===== src/rtl/rv_settings.svh =====
`ifndef RV_SETTINGS_SVH
`define RV_SETTINGS_SVH

// ------------------------------------------------------------
// core sizing
// ------------------------------------------------------------

// data word and register width
`define RV_XLEN 32

// byte address width on the APB side
`define RV_ADDR_WIDTH 17

// architectural registers, x0 included
`define RV_REG_COUNT 32

// address of the first fetch
`define RV_RESET_PC 32'h0000_0000

`endif


===== src/rtl/rv_pkg.sv =====
`default_nettype none

`include "rv_settings.svh"

package rv_pkg;

    // ------------------------------------------------------------
    // decode classes
    // ------------------------------------------------------------

    typedef enum logic [2:0] {
        ALU_NONE,
        ALU_REG,
        ALU_IMM,
        ALU_ADDR,
        ALU_BRANCH,
        ALU_PASS_IMM,
        ALU_PC_IMM
    } alu_op_e;

    typedef enum logic [1:0] {
        MEM_NONE,
        MEM_READ,
        MEM_WRITE
    } mem_op_e;

    typedef enum logic [1:0] {
        BR_NONE,
        BR_COND,
        BR_JAL,
        BR_JALR
    } branch_op_e;

    typedef enum logic [1:0] {
        WB_NONE,
        WB_ALU,
        WB_MEM,
        WB_PC4
    } wb_sel_e;

    // everything the later stages need from one instruction
    typedef struct packed {
        alu_op_e              alu_op;
        mem_op_e              mem_op;
        branch_op_e           branch_op;
        wb_sel_e              wb_sel;
        logic [4:0]           rd;
        logic [4:0]           rs1;
        logic [4:0]           rs2;
        logic [3:0]           func;
        logic [`RV_XLEN-1:0]  imm;
    } ctrl_t;

    // ------------------------------------------------------------
    // bus request and response
    // ------------------------------------------------------------

    typedef struct packed {
        logic                      write;
        logic [`RV_ADDR_WIDTH-1:0] addr;
        logic [`RV_XLEN-1:0]       wdata;
    } mem_req_t;

    typedef struct packed {
        logic [`RV_XLEN-1:0] rdata;
    } mem_rsp_t;

endpackage

`default_nettype wire


===== src/rtl/rv_decoder.sv =====
`timescale 1ns/1ps
`default_nettype none

`include "rv_settings.svh"

module rv_decoder (
    input  logic [`RV_XLEN-1:0] instr,
    output rv_pkg::ctrl_t       ctrl
);
    import rv_pkg::*;

    // base opcodes of the kept instructions
    localparam logic [6:0] OP_REG    = 7'b0110011;
    localparam logic [6:0] OP_IMM    = 7'b0010011;
    localparam logic [6:0] OP_LOAD   = 7'b0000011;
    localparam logic [6:0] OP_STORE  = 7'b0100011;
    localparam logic [6:0] OP_BRANCH = 7'b1100011;
    localparam logic [6:0] OP_JAL    = 7'b1101111;
    localparam logic [6:0] OP_JALR   = 7'b1100111;
    localparam logic [6:0] OP_LUI    = 7'b0110111;
    localparam logic [6:0] OP_AUIPC  = 7'b0010111;

    logic [6:0]          opcode;
    logic [2:0]          funct3;
    logic                is_shift;
    logic [`RV_XLEN-1:0] imm_i;
    logic [`RV_XLEN-1:0] imm_s;
    logic [`RV_XLEN-1:0] imm_b;
    logic [`RV_XLEN-1:0] imm_u;
    logic [`RV_XLEN-1:0] imm_j;

    assign opcode = instr[6:0];
    assign funct3 = instr[14:12];

    // only the immediate shifts carry a real bit 30
    assign is_shift = (funct3 == 3'b001) || (funct3 == 3'b101);

    // ------------------------------------------------------------
    // immediates, all sign extended
    // ------------------------------------------------------------
    assign imm_i = {{(`RV_XLEN-12){instr[31]}}, instr[31:20]};
    assign imm_s = {{(`RV_XLEN-12){instr[31]}}, instr[31:25], instr[11:7]};
    assign imm_b = {{(`RV_XLEN-12){instr[31]}}, instr[7], instr[30:25], instr[11:8], 1'b0};
    assign imm_u = {instr[31:12], 12'b0};
    assign imm_j = {{(`RV_XLEN-20){instr[31]}}, instr[19:12], instr[20], instr[30:21], 1'b0};

    // ------------------------------------------------------------
    // control fields per opcode
    // ------------------------------------------------------------
    always_comb begin
        ctrl      = '0;
        ctrl.rd   = instr[11:7];
        ctrl.rs1  = instr[19:15];
        ctrl.rs2  = instr[24:20];
        ctrl.func = {instr[30], funct3};
        case (opcode)
            OP_REG: begin
                ctrl.alu_op = ALU_REG;
                ctrl.wb_sel = WB_ALU;
            end
            OP_IMM: begin
                ctrl.alu_op = ALU_IMM;
                ctrl.wb_sel = WB_ALU;
                ctrl.imm    = imm_i;
                ctrl.func   = {is_shift & instr[30], funct3};
            end
            OP_LOAD: begin
                ctrl.alu_op = ALU_ADDR;
                ctrl.mem_op = MEM_READ;
                ctrl.wb_sel = WB_MEM;
                ctrl.imm    = imm_i;
            end
            OP_STORE: begin
                ctrl.alu_op = ALU_ADDR;
                ctrl.mem_op = MEM_WRITE;
                ctrl.imm    = imm_s;
            end
            OP_BRANCH: begin
                ctrl.alu_op    = ALU_BRANCH;
                ctrl.branch_op = BR_COND;
                ctrl.imm       = imm_b;
            end
            OP_JAL: begin
                ctrl.branch_op = BR_JAL;
                ctrl.wb_sel    = WB_PC4;
                ctrl.imm       = imm_j;
            end
            OP_JALR: begin
                ctrl.alu_op    = ALU_ADDR;
                ctrl.branch_op = BR_JALR;
                ctrl.wb_sel    = WB_PC4;
                ctrl.imm       = imm_i;
            end
            OP_LUI: begin
                ctrl.alu_op = ALU_PASS_IMM;
                ctrl.wb_sel = WB_ALU;
                ctrl.imm    = imm_u;
            end
            OP_AUIPC: begin
                ctrl.alu_op = ALU_PC_IMM;
                ctrl.wb_sel = WB_ALU;
                ctrl.imm    = imm_u;
            end
            // unknown opcode runs as a no-op
            default: ctrl = '0;
        endcase
    end

endmodule

`default_nettype wire


===== src/rtl/rv_alu.sv =====
`timescale 1ns/1ps
`default_nettype none

`include "rv_settings.svh"

module rv_alu (
    input  rv_pkg::alu_op_e     op,
    input  logic [3:0]          func,
    input  logic [`RV_XLEN-1:0] a,
    input  logic [`RV_XLEN-1:0] b,
    input  logic [`RV_XLEN-1:0] imm,
    input  logic [`RV_XLEN-1:0] pc,
    output logic [`RV_XLEN-1:0] result,
    output logic                equal
);
    import rv_pkg::*;

    logic [`RV_XLEN-1:0] opb;
    logic [4:0]          shamt;
    logic                less;

    // second operand is rs2 only for register ops
    assign opb   = (op == ALU_REG) ? b : imm;
    assign shamt = opb[4:0];
    assign less  = $signed(a) < $signed(opb);

    // branch compare, used by BEQ and BNE
    assign equal = (op == ALU_BRANCH) && (a == b);

    always_comb begin
        result = '0;
        case (op)
            ALU_REG, ALU_IMM: begin
                // func is {bit 30, funct3}
                case (func)
                    4'b0000: result = a + opb;
                    4'b1000: result = a - opb;
                    4'b0001: result = a << shamt;
                    4'b0010: result = {{(`RV_XLEN-1){1'b0}}, less};
                    4'b0100: result = a ^ opb;
                    4'b0101: result = a >> shamt;
                    4'b1101: result = $signed(a) >>> shamt;
                    4'b0110: result = a | opb;
                    4'b0111: result = a & opb;
                    default: result = '0;
                endcase
            end
            ALU_ADDR:     result = a + imm;
            ALU_PASS_IMM: result = imm;
            ALU_PC_IMM:   result = pc + imm;
            default:      result = '0;
        endcase
    end

endmodule

`default_nettype wire


===== src/rtl/rv_reg_file.sv =====
`timescale 1ns/1ps
`default_nettype none

`include "rv_settings.svh"

module rv_reg_file (
    input  logic                clk,
    input  logic                rst,
    input  logic [4:0]          rs1,
    input  logic [4:0]          rs2,
    input  logic [4:0]          rd,
    input  logic                wen,
    input  logic [`RV_XLEN-1:0] wdata,
    output logic [`RV_XLEN-1:0] rdata1,
    output logic [`RV_XLEN-1:0] rdata2
);

    logic [`RV_XLEN-1:0] regs [`RV_REG_COUNT];

    // x0 is cleared here and never written after
    always_ff @(posedge clk) begin
        if (!rst) begin
            for (int i = 0; i < `RV_REG_COUNT; i++) begin
                regs[i] <= '0;
            end
        end else if (wen && (rd != 5'd0)) begin
            regs[rd] <= wdata;
        end
    end

    // asynchronous read ports
    assign rdata1 = regs[rs1];
    assign rdata2 = regs[rs2];

endmodule

`default_nettype wire


===== src/rtl/rv_core.sv =====
`timescale 1ns/1ps
`default_nettype none

`include "rv_settings.svh"

module rv_core (
    input  logic             clk,
    input  logic             rst,
    output logic             req_valid,
    output rv_pkg::mem_req_t req,
    input  logic             done,
    input  rv_pkg::mem_rsp_t rsp
);
    import rv_pkg::*;

    typedef enum logic [2:0] {
        ST_FETCH,
        ST_DECODE,
        ST_EXECUTE,
        ST_MEMORY,
        ST_WRITEBACK
    } state_e;

    state_e              state;
    logic [`RV_XLEN-1:0] pc;
    logic [`RV_XLEN-1:0] ir;

    // decode and execute registers
    ctrl_t               de_ctrl;
    logic [`RV_XLEN-1:0] de_rs1_val;
    logic [`RV_XLEN-1:0] de_rs2_val;
    logic [`RV_XLEN-1:0] ex_result;
    logic                ex_equal;
    logic [`RV_XLEN-1:0] wb_data;

    ctrl_t               dec_ctrl;
    logic [`RV_XLEN-1:0] rf_rdata1;
    logic [`RV_XLEN-1:0] rf_rdata2;
    logic [`RV_XLEN-1:0] alu_result;
    logic                alu_equal;
    logic [`RV_XLEN-1:0] pc_plus4;
    logic [`RV_XLEN-1:0] next_pc;
    logic [`RV_XLEN-1:0] wb_next;
    logic                take;
    logic                mem_exit;

    rv_decoder dec0 (
        .instr (ir),
        .ctrl  (dec_ctrl)
    );

    rv_reg_file rf0 (
        .clk    (clk),
        .rst    (rst),
        .rs1    (dec_ctrl.rs1),
        .rs2    (dec_ctrl.rs2),
        .rd     (de_ctrl.rd),
        .wen    ((state == ST_WRITEBACK) && (de_ctrl.wb_sel != WB_NONE)),
        .wdata  (wb_data),
        .rdata1 (rf_rdata1),
        .rdata2 (rf_rdata2)
    );

    rv_alu alu0 (
        .op     (de_ctrl.alu_op),
        .func   (de_ctrl.func),
        .a      (de_rs1_val),
        .b      (de_rs2_val),
        .imm    (de_ctrl.imm),
        .pc     (pc),
        .result (alu_result),
        .equal  (alu_equal)
    );

    // ------------------------------------------------------------
    // branch resolution and writeback select
    // ------------------------------------------------------------
    assign pc_plus4 = pc + `RV_XLEN'(4);

    always_comb begin
        case (de_ctrl.branch_op)
            // funct3 bit 0 set means BNE
            BR_COND: take = de_ctrl.func[0] ? !ex_equal : ex_equal;
            BR_JAL:  take = 1'b1;
            BR_JALR: take = 1'b1;
            default: take = 1'b0;
        endcase
        if (!take) begin
            next_pc = pc_plus4;
        end else if (de_ctrl.branch_op == BR_JALR) begin
            next_pc = {ex_result[`RV_XLEN-1:1], 1'b0};
        end else begin
            next_pc = pc + de_ctrl.imm;
        end
        case (de_ctrl.wb_sel)
            WB_MEM:  wb_next = rsp.rdata;
            WB_PC4:  wb_next = pc_plus4;
            default: wb_next = ex_result;
        endcase
    end

    // memory stage ends at once without a bus access
    assign mem_exit = (state == ST_MEMORY)
                   && ((de_ctrl.mem_op == MEM_NONE) || (req_valid && done));

    // fetch reads at the PC, the memory stage uses the ALU address
    always_comb begin
        req.wdata = de_rs2_val;
        if (state == ST_MEMORY) begin
            req.write = (de_ctrl.mem_op == MEM_WRITE);
            req.addr  = ex_result[`RV_ADDR_WIDTH-1:0];
        end else begin
            req.write = 1'b0;
            req.addr  = pc[`RV_ADDR_WIDTH-1:0];
        end
    end

    // ------------------------------------------------------------
    // sequencer
    // ------------------------------------------------------------
    always_ff @(posedge clk) begin
        if (!rst) begin
            state     <= ST_FETCH;
            pc        <= `RV_RESET_PC;
            req_valid <= 1'b0;
        end else begin
            case (state)
                ST_FETCH: begin
                    if (!req_valid) begin
                        req_valid <= 1'b1;
                    end else if (done) begin
                        req_valid <= 1'b0;
                        state     <= ST_DECODE;
                    end
                end
                ST_DECODE:  state <= ST_EXECUTE;
                ST_EXECUTE: state <= ST_MEMORY;
                ST_MEMORY: begin
                    if (mem_exit) begin
                        req_valid <= 1'b0;
                        pc        <= next_pc;
                        state     <= ST_WRITEBACK;
                    end else if (!req_valid) begin
                        req_valid <= 1'b1;
                    end
                end
                default: state <= ST_FETCH;
            endcase
        end
    end

    // stage payload
    always_ff @(posedge clk) begin
        if (state == ST_FETCH && req_valid && done) begin
            ir <= rsp.rdata;
        end
        if (state == ST_DECODE) begin
            de_ctrl    <= dec_ctrl;
            de_rs1_val <= rf_rdata1;
            de_rs2_val <= rf_rdata2;
        end
        if (state == ST_EXECUTE) begin
            ex_result <= alu_result;
            ex_equal  <= alu_equal;
        end
        if (mem_exit) begin
            wb_data <= wb_next;
        end
    end

endmodule

`default_nettype wire


===== src/rtl/apb_master.sv =====
`timescale 1ns/1ps
`default_nettype none

`include "rv_settings.svh"

module apb_master (
    input  logic                      clk,
    input  logic                      rst,
    input  logic                      req_valid,
    input  rv_pkg::mem_req_t          req,
    output logic                      done,
    output rv_pkg::mem_rsp_t          rsp,
    output logic                      psel,
    output logic                      penable,
    output logic                      pwrite,
    output logic [`RV_ADDR_WIDTH-1:0] paddr,
    output logic [`RV_XLEN-1:0]       pwdata,
    input  logic [`RV_XLEN-1:0]       prdata,
    input  logic                      pready
);
    import rv_pkg::*;

    typedef enum logic [1:0] {
        ST_IDLE,
        ST_SETUP,
        ST_ACCESS
    } state_e;

    state_e   state;
    mem_req_t req_q;
    logic     start;

    // req_valid is still high in the done cycle, so skip it there
    assign start = (state == ST_IDLE) && req_valid && !done;

    always_ff @(posedge clk) begin
        if (!rst) begin
            state <= ST_IDLE;
            done  <= 1'b0;
        end else begin
            done <= 1'b0;
            case (state)
                ST_IDLE: begin
                    if (start) begin
                        state <= ST_SETUP;
                    end
                end
                ST_SETUP: state <= ST_ACCESS;
                ST_ACCESS: begin
                    // wait states hold the access phase
                    if (pready) begin
                        state <= ST_IDLE;
                        done  <= 1'b1;
                    end
                end
                default: state <= ST_IDLE;
            endcase
        end
    end

    always_ff @(posedge clk) begin
        if (start) begin
            req_q <= req;
        end
        if (state == ST_ACCESS && pready) begin
            rsp.rdata <= prdata;
        end
    end

    // ------------------------------------------------------------
    // bus pins
    // ------------------------------------------------------------
    assign psel    = (state != ST_IDLE);
    assign penable = (state == ST_ACCESS);
    assign pwrite  = req_q.write;
    assign paddr   = req_q.addr;
    assign pwdata  = req_q.wdata;

endmodule

`default_nettype wire


===== src/rtl/rv_cpu_top.sv =====
`timescale 1ns/1ps
`default_nettype none

`include "rv_settings.svh"

module rv_cpu_top (
    input  logic                      clk,
    input  logic                      rst,
    output logic                      psel,
    output logic                      penable,
    output logic                      pwrite,
    output logic [`RV_ADDR_WIDTH-1:0] paddr,
    output logic [`RV_XLEN-1:0]       pwdata,
    input  logic [`RV_XLEN-1:0]       prdata,
    input  logic                      pready
);
    import rv_pkg::*;

    // one request at a time between core and bus
    logic     req_valid;
    mem_req_t req;
    logic     done;
    mem_rsp_t rsp;

    rv_core core0 (
        .clk       (clk),
        .rst       (rst),
        .req_valid (req_valid),
        .req       (req),
        .done      (done),
        .rsp       (rsp)
    );

    apb_master apb0 (
        .clk       (clk),
        .rst       (rst),
        .req_valid (req_valid),
        .req       (req),
        .done      (done),
        .rsp       (rsp),
        .psel      (psel),
        .penable   (penable),
        .pwrite    (pwrite),
        .paddr     (paddr),
        .pwdata    (pwdata),
        .prdata    (prdata),
        .pready    (pready)
    );

endmodule

`default_nettype wire


===== config.mk =====
export PLATFORM = sky130hd
export DESIGN_NAME = rv_cpu_top
export DESIGN_NICKNAME = d
export VERILOG_FILES = /design/src/rtl/rv_pkg.sv /design/src/rtl/rv_decoder.sv /design/src/rtl/rv_alu.sv /design/src/rtl/rv_reg_file.sv /design/src/rtl/rv_core.sv /design/src/rtl/apb_master.sv /design/src/rtl/rv_cpu_top.sv
export VERILOG_INCLUDE_DIRS = /design/src /design/src/rtl
export SDC_FILE = /design/constraint.sdc
export NUM_CORES = 2
export LEC_CHECK = 0
export ABC_AREA = 0
export BUFFER_PORTS_ARGS = -buffer_cell sky130_fd_sc_hd__buf_2
export CAP_MARGIN = 20
export CORE_MARGIN = 3
export CORE_UTILIZATION = 50
export CTS_CLUSTER_DIAMETER = 60
export CTS_CLUSTER_SIZE = 40
export DETAILED_ROUTE_END_ITERATION = 7
export PLACE_DENSITY_LB_ADDON = 0.12
export SLEW_MARGIN = 20
export SYNTH_ARGS = -nofsm -noshare
export SYNTH_HDL_FRONTEND = slang
export SYNTH_HIERARCHICAL = 1
export SYNTH_SLANG_ARGS = --single-unit

===== constraint.sdc =====
create_clock -name clk -period 11.7 [get_ports clk]
set_clock_uncertainty 0.05 [all_clocks]
set_input_delay 1.17 -clock clk [delete_from_list [all_inputs] [get_ports clk]]
set_output_delay 1.17 -clock clk [all_outputs]
set_load 0.02 [all_outputs]

[After elaboration in Yosys (flattened, before gate mapping)]
Memory sizes are Yosys's and may differ from the RTL's. A register that Yosys moved wholly into a read port is not among the register bits.
Cells that the tools add are included.
Word-level totals
  bits in registers: 268
  RAM bits: 1024
  input port bits: 35
  output and inout bits: 52
  logic and storage cells: 148
  memories: 1
Cells by class
  add/sub/neg operators: 5
  magnitude comparators: 1
  eq/ne operators: 43
  shifts and indexed selects: 3
  mux-type cells: 35
  bitwise operators: 4
  reductions and logical operators: 36
Memories
  core0.rf0.regs: depth 32, width 32, rd ports 2, clocked after memory_dff 2, wr ports 32, line rv_reg_file.sv:18  | logic [`RV_XLEN-1:0] regs [`RV_REG_COUNT];
Operators by type and width (number)
  $pmux W32 S9: 1
  $pmux W32 S5: 1
  $mux W32: 4
  $pmux W32 S4: 1
  $add A32 B32 Y32: 3
  $pmux W32 S2: 1
  $add A32 B3 Y32 const B: 1
  $and A32 B32 Y32: 1
  $eq A32 B32 Y1: 1
  $lt A32 B32 Y1: 1
  $or A32 B32 Y32: 1
  $reduce_or A32 Y1: 1
  $shl A32 B5 Y32: 1
  $shr A32 B5 Y32: 1
  $sshr A32 B5 Y32: 1
  $sub A32 B32 Y32: 1
  $xor A32 B32 Y32: 1
  $eq A7 B6 Y1 const B: 3
  $eq A7 B7 Y1 const B: 3
  $pmux W2 S3: 3
  $pmux W3 S6: 1
  $mux W17: 1
  $eq A4 B3 Y1 const B: 4
  $eq A3 B3 Y1 const B: 5
  other kinds (35): 85

[Longest topological paths before layout]
  word-level depth: 8
  depth in mapped cells: 20
  gate-level depth less buffers: 16

[Hierarchy]
The synthesis kept the hierarchy.
Modules (own cells, without submodules)
  rv_reg_file: instances 1, cells an instance 4609, area an instance 55715.9 µm², sequential area each 30749.5 µm²
  rv_alu: instances 1, cells an instance 1898, area an instance 12366.9 µm², sequential area each 0.0 µm²
  rv_core: instances 1, cells an instance 977, area an instance 11793.8 µm², sequential area each 7056.8 µm²
  apb_master: instances 1, cells an instance 94, area an instance 2592.5 µm², sequential area each 2522.4 µm²
  rv_decoder: instances 1, cells an instance 131, area an instance 917.1 µm², sequential area each 0.0 µm²

[Worst setup path after synthesis]
No wires, ideal clock.
  path kind: register to register
  start: register core0.state[0]
  end: register core0/de_ctrl[0] (netlist bit), enable pin
  library setup time: 0.588 ns
  data arrival time: 5.423 ns
  required time: 11.062 ns
  path slack: 5.639 ns
  stages on the path, launching flop included: 4
  buffers on the path: 1
  period minus slack after synthesis: 6.061 ns
  path through: dfxtp_1 > clkbuf_1 > nand2_1 > nor2_1
On the way
  longest elaborated chain between the ends: 1
Ends and longest elaborated chain
  start: declaration: line rv_core.sv:24  | state_e state;
  start signal: assignment: line rv_core.sv:123  | state <= ST_FETCH;
  start signal: assignment: line rv_core.sv:133  | state <= ST_DECODE;
  start signal: assignment: line rv_core.sv:136  | ST_DECODE: state <= ST_EXECUTE;
  $eq A3 B1 Y1: line rv_core.sv:157  | if (state == ST_DECODE) begin
  end signal: assignment: line rv_core.sv:158  | de_ctrl <= dec_ctrl;
  end: declaration: line rv_core.sv:29  | ctrl_t de_ctrl;
Every way passes these cells.
A chain may end at the register's enable or synchronous reset.

[Worst setup path after layout]
  start: register core0/de_ctrl[58] (netlist bit)
  end: register core0.ex_result[31] (data pin)
On the way
  longest elaborated chain between the ends: 5
  elaborated cells between the ends (all ways): 17
  those cells by class: add/sub: 2; eq/ne: 5; shift: 3; mux: 3; bitwise: 3; reduce/logical: 1
Ends and longest elaborated chain
  $eq A3 B1 Y1: line rv_alu.sv:23, rv_alu.sv:32
  $mux W32: line rv_alu.sv:23  | assign opb = (op == ALU_REG) ? b : imm;
  $sub A32 B32 Y32, or another cell as far along: line rv_alu.sv:37  | 4'b1000: result = a - opb;
  $pmux W32 S9: line rv_alu.sv:35  | case (func)
  $pmux W32 S4 (*): line rv_alu.sv:32  | case (op)
  net core0.alu_result[31]: line rv_core.sv:39  | logic [`RV_XLEN-1:0] alu_result;
  end signal: assignment: line rv_core.sv:163  | ex_result <= alu_result;
  end: declaration: line rv_core.sv:32  | logic [`RV_XLEN-1:0] ex_result;
Mark *: on every way through the listed nets, which the timed path passes. The rest lies on a longest branch.

==> metrics.txt <==
Final HPWL DP 213,000 microns; most frequent cell on the critical path a21oi_1; CTS buffer count 120; share of total power in the clock network 0.413; crit path launch core0/de_ctrl[58]$_DFFE_PP_; Tightest Pin Transition 1190 ps; gr usage total 0.372; Site Rows 149; Critical Path Slowest Stage Cell a21oi_4; DR DRC count 0; global-route wire length before repair 463,000 microns; power per cell area 114 nW/um^2; Sink Count 1,356; NetSw 2.59 mW; asr flop ratio synth 0; LEAKAGE 31.6 nW; largest family of logic cells by synthesized area simple AND/OR/NAND/NOR gates; Layout area overhead 8.43%; Slew Viols, Final 0; final cell count without fillers 9,806; XOR/XNOR Fraction of Synth Area 0.0135; pin count of the biggest net entering global routing 110; most instantiated cells after synthesis edfxtp_1, mux2i_1, and2_1, nand2_1, a21oi_1; die height 414 microns; clk slew on worst S/H paths 90 ps; die width 414 microns; leading area contributor after synthesis edfxtp_1; Synth Area in Adders 0.0237; Synth cell types 110; reg-to-reg endpoint core0/ex_result[31]$_DFFE_PN_; worst endpoint data arrival time 6970 ps; Max-cap violations 0; layout cells sized above 1 0.0995; Hold Path Class flop to flop; Max Freq 154 MHz; Starting Density 0.504; post-synthesis compound-gate area fraction 0.125; post-synthesis register bit count 1,356; most frequent cell after synthesis edfxtp_1; R2R Setup Slk 5190 ps; setup TNS 0 ps; Synthesis Warnings 6; die area 172,000 sq um; Slew headroom 0.207; routed len/inst 33.7 microns; Register-to-Register Path Depth 14; DP Worst Slack 5490 ps; ys flop type edfxtp_1; Sw Share 0.250; Overflow after GRT 0; Clk Latency, worst-skew pair 820 ps; worst path bufs/invs 1; via count 65,622; part of the power in combinational logic 0.052; Synth Area in Simple Gates 0.157; Netlist Area Pre-Place 83,400 sq um; main area contributors after synthesis edfxtp_1, mux2i_1, and2_1, a21oi_1, nand2_1; Cell Chain, Critical Path or3b_4 > a21oi_4 > inv_2 > ha_1 > a21oi_1 > o22ai_1 > o41ai_1 > nor4bb_1 > o31ai_1 > a31o_2 > a2111oi_0 > or3_1 > a21oi_1 > a211o_1; Peak VDD IR 0.153 mV; crit end category flop; Setup Crit Path Kind flop to flop; Setup violations, final 0; initial antenna violation count 14; final instance area 90,400 sq um; buffers added on ports 86; endpoints failing hold 0; dpl cells 9,554; cts hold-fix bufs 0; Min Clock Period, post-route 6510 ps; Worst path top cell family by delay compound AO/OA/AOI/OAI gates; vias in the first global route 62,573; Seq/Total Area, Yosys 0.484; Worst Path Required 12,150 ps; Critical Path End core0/ex_result[31]$_DFFE_PN_; IO Pins 87; Critical Path Fanout Max 38; RD Place Congestion 1.02; CORE AREA 165,000 sq um; Placed Area 86,000 sq um; vias per inst 6.69; H-tree depth 3; post-cts resize count 0; Critical Path Max Stage Delay 720 ps; cells after synthesis 7,709; Post-CTS Setup Inserts 0; Yosys top cell area share 0.474; Setup crit start kind flop; ANT nets after route 0; status finished clean; EDFF count, synth 1,317; initial drt markers 8,167; cell depth of the worst setup path 14; final worst slack 5190 ps; RSZ-0062 raised after global routing false; Mapped Avg Cell Area 10.8 sq um; CTS tree built; Layout Nets 7,690; worst hold margin 436 ps; Reg-to-Reg Start core0/de_ctrl[58]$_DFFE_PP_; CTS max path bufs 3; TritonRoute pass-1 iters 8; total internal power 7.76 mW; ratio of final minimum period to clock period 0.557; root buffer cell clkbuf_16; wirelength, routed 330,000 microns; Flop pwr share 0.535; post-synthesis mux area share 0.155
==> registers in the layout, indices dropped and copies added, names as in the netlist, 3 cells and up <==
register / count
apb0/rsp: 32
core0/de_ctrl: 50
apb0/pwdata: 32
apb0/paddr: 17
core0/state: 3
core0/wb_data: 32
core0/de_rs2_val: 32
core0/pc: 32
core0/de_rs1_val: 32
core0/ex_result: 32
core0/ir: 32
core0/rf0/regs: 1024
==> worst min-delay path by stage <==
stage / start / end / slack [ps] / depth (start not counted)
after floorplan: apb0/rsp[19]$_DFFE_PP_ / core0/ir[19]$_DFFE_PP_ / 370 / 0
after global placement: apb0/rsp[24]$_DFFE_PP_ / core0/ir[24]$_DFFE_PP_ / 420 / 0
after detailed placement: apb0/rsp[23]$_DFFE_PP_ / core0/ir[23]$_DFFE_PP_ / 420 / 0
after CTS: prdata[6] / apb0/rsp[6]$_DFFE_PP_ / 430 / 1
after global routing: prdata[31] / apb0/rsp[31]$_DFFE_PP_ / 440 / 1
final: apb0/rsp[23]$_DFFE_PP_ / core0/ir[23]$_DFFE_PP_ / 440 / 0
==> cells by family after synthesis <==
group,Yosys count
xor gates and xnor gates,129
adders and majority gates,156
AOI/OAI and AO/OA,1549
other,1
buffers and inverters,807
DFF,1356
and+or+nand+nor,2440
muxes,1271
==> through the flow <==
stage | util | power, mW
after floorplan | - | 5.93
after global placement | 0.520 | 6.15
after detailed placement | 0.520 | 6.17
after CTS | 0.545 | 10.4
after global routing | 0.547 | 10.6
final | 0.547 | 10.4
==> worst register-to-register path, stage by stage, from the launching register on <==
cell	delay, ps
edfxtp_1	540
or3b_4	700
a21oi_4	730
inv_2	510
ha_1	460
a21oi_1	190
o22ai_1	160
o41ai_1	530
nor4bb_1	720
o31ai_1	340
a31o_2	340
a2111oi_0	490
or3_1	180
a21oi_1	70
a211o_1	240
==> routing by layer <==
layer | up-vias | GRT usage | wire [microns]
met5 | - | 0 | 25
met4 | 4 | 0.210 | 21900
met3 | 876 | 0.0662 | 29600
met2 | 3709 | 0.594 | 152000
met1 | 32904 | 0.479 | 127000
li1 | 28129 | - | -
==> power by group through the flow <==
stage	clock network, mW	logic (mW)	registers, mW
after detailed placement	0	0.522	5.65
after global routing	4.52	0.560	5.55
after CTS	4.33	0.523	5.54
after global placement	0	0.517	5.64
after floorplan	0	0.292	5.64
final	4.28	0.535	5.54
==> layout make-up <==
class	count	area, sq um
Sequential cell	1356	40300
Fill cell	14214	74900
Multi-Input combinational cell	5577	40200
Clock buffer	132	3080
Clock inverter	97	1140
Timing Repair Buffer	303	2360
Inverter	141	529
Tap cell	2189	2740
Antenna cell	11	27.5
==> layout by cell type (no fill, tap or decap), types with 132 or more instances in the layout <==
cell	netlist	layout
buf_4	68	191
and2_1	1006	1004
ha_1	153	153
edfxtp_1	1317	1317
nand3_1	294	294
nor2_1	240	216
a22oi_1	239	239
a22o_1	136	136
mux2i_1	1181	1180
a21oi_1	448	446
o21ai_0	169	138
inv_1	134	132
nand2_1	524	524
Power figures use the tool's default switching activity.
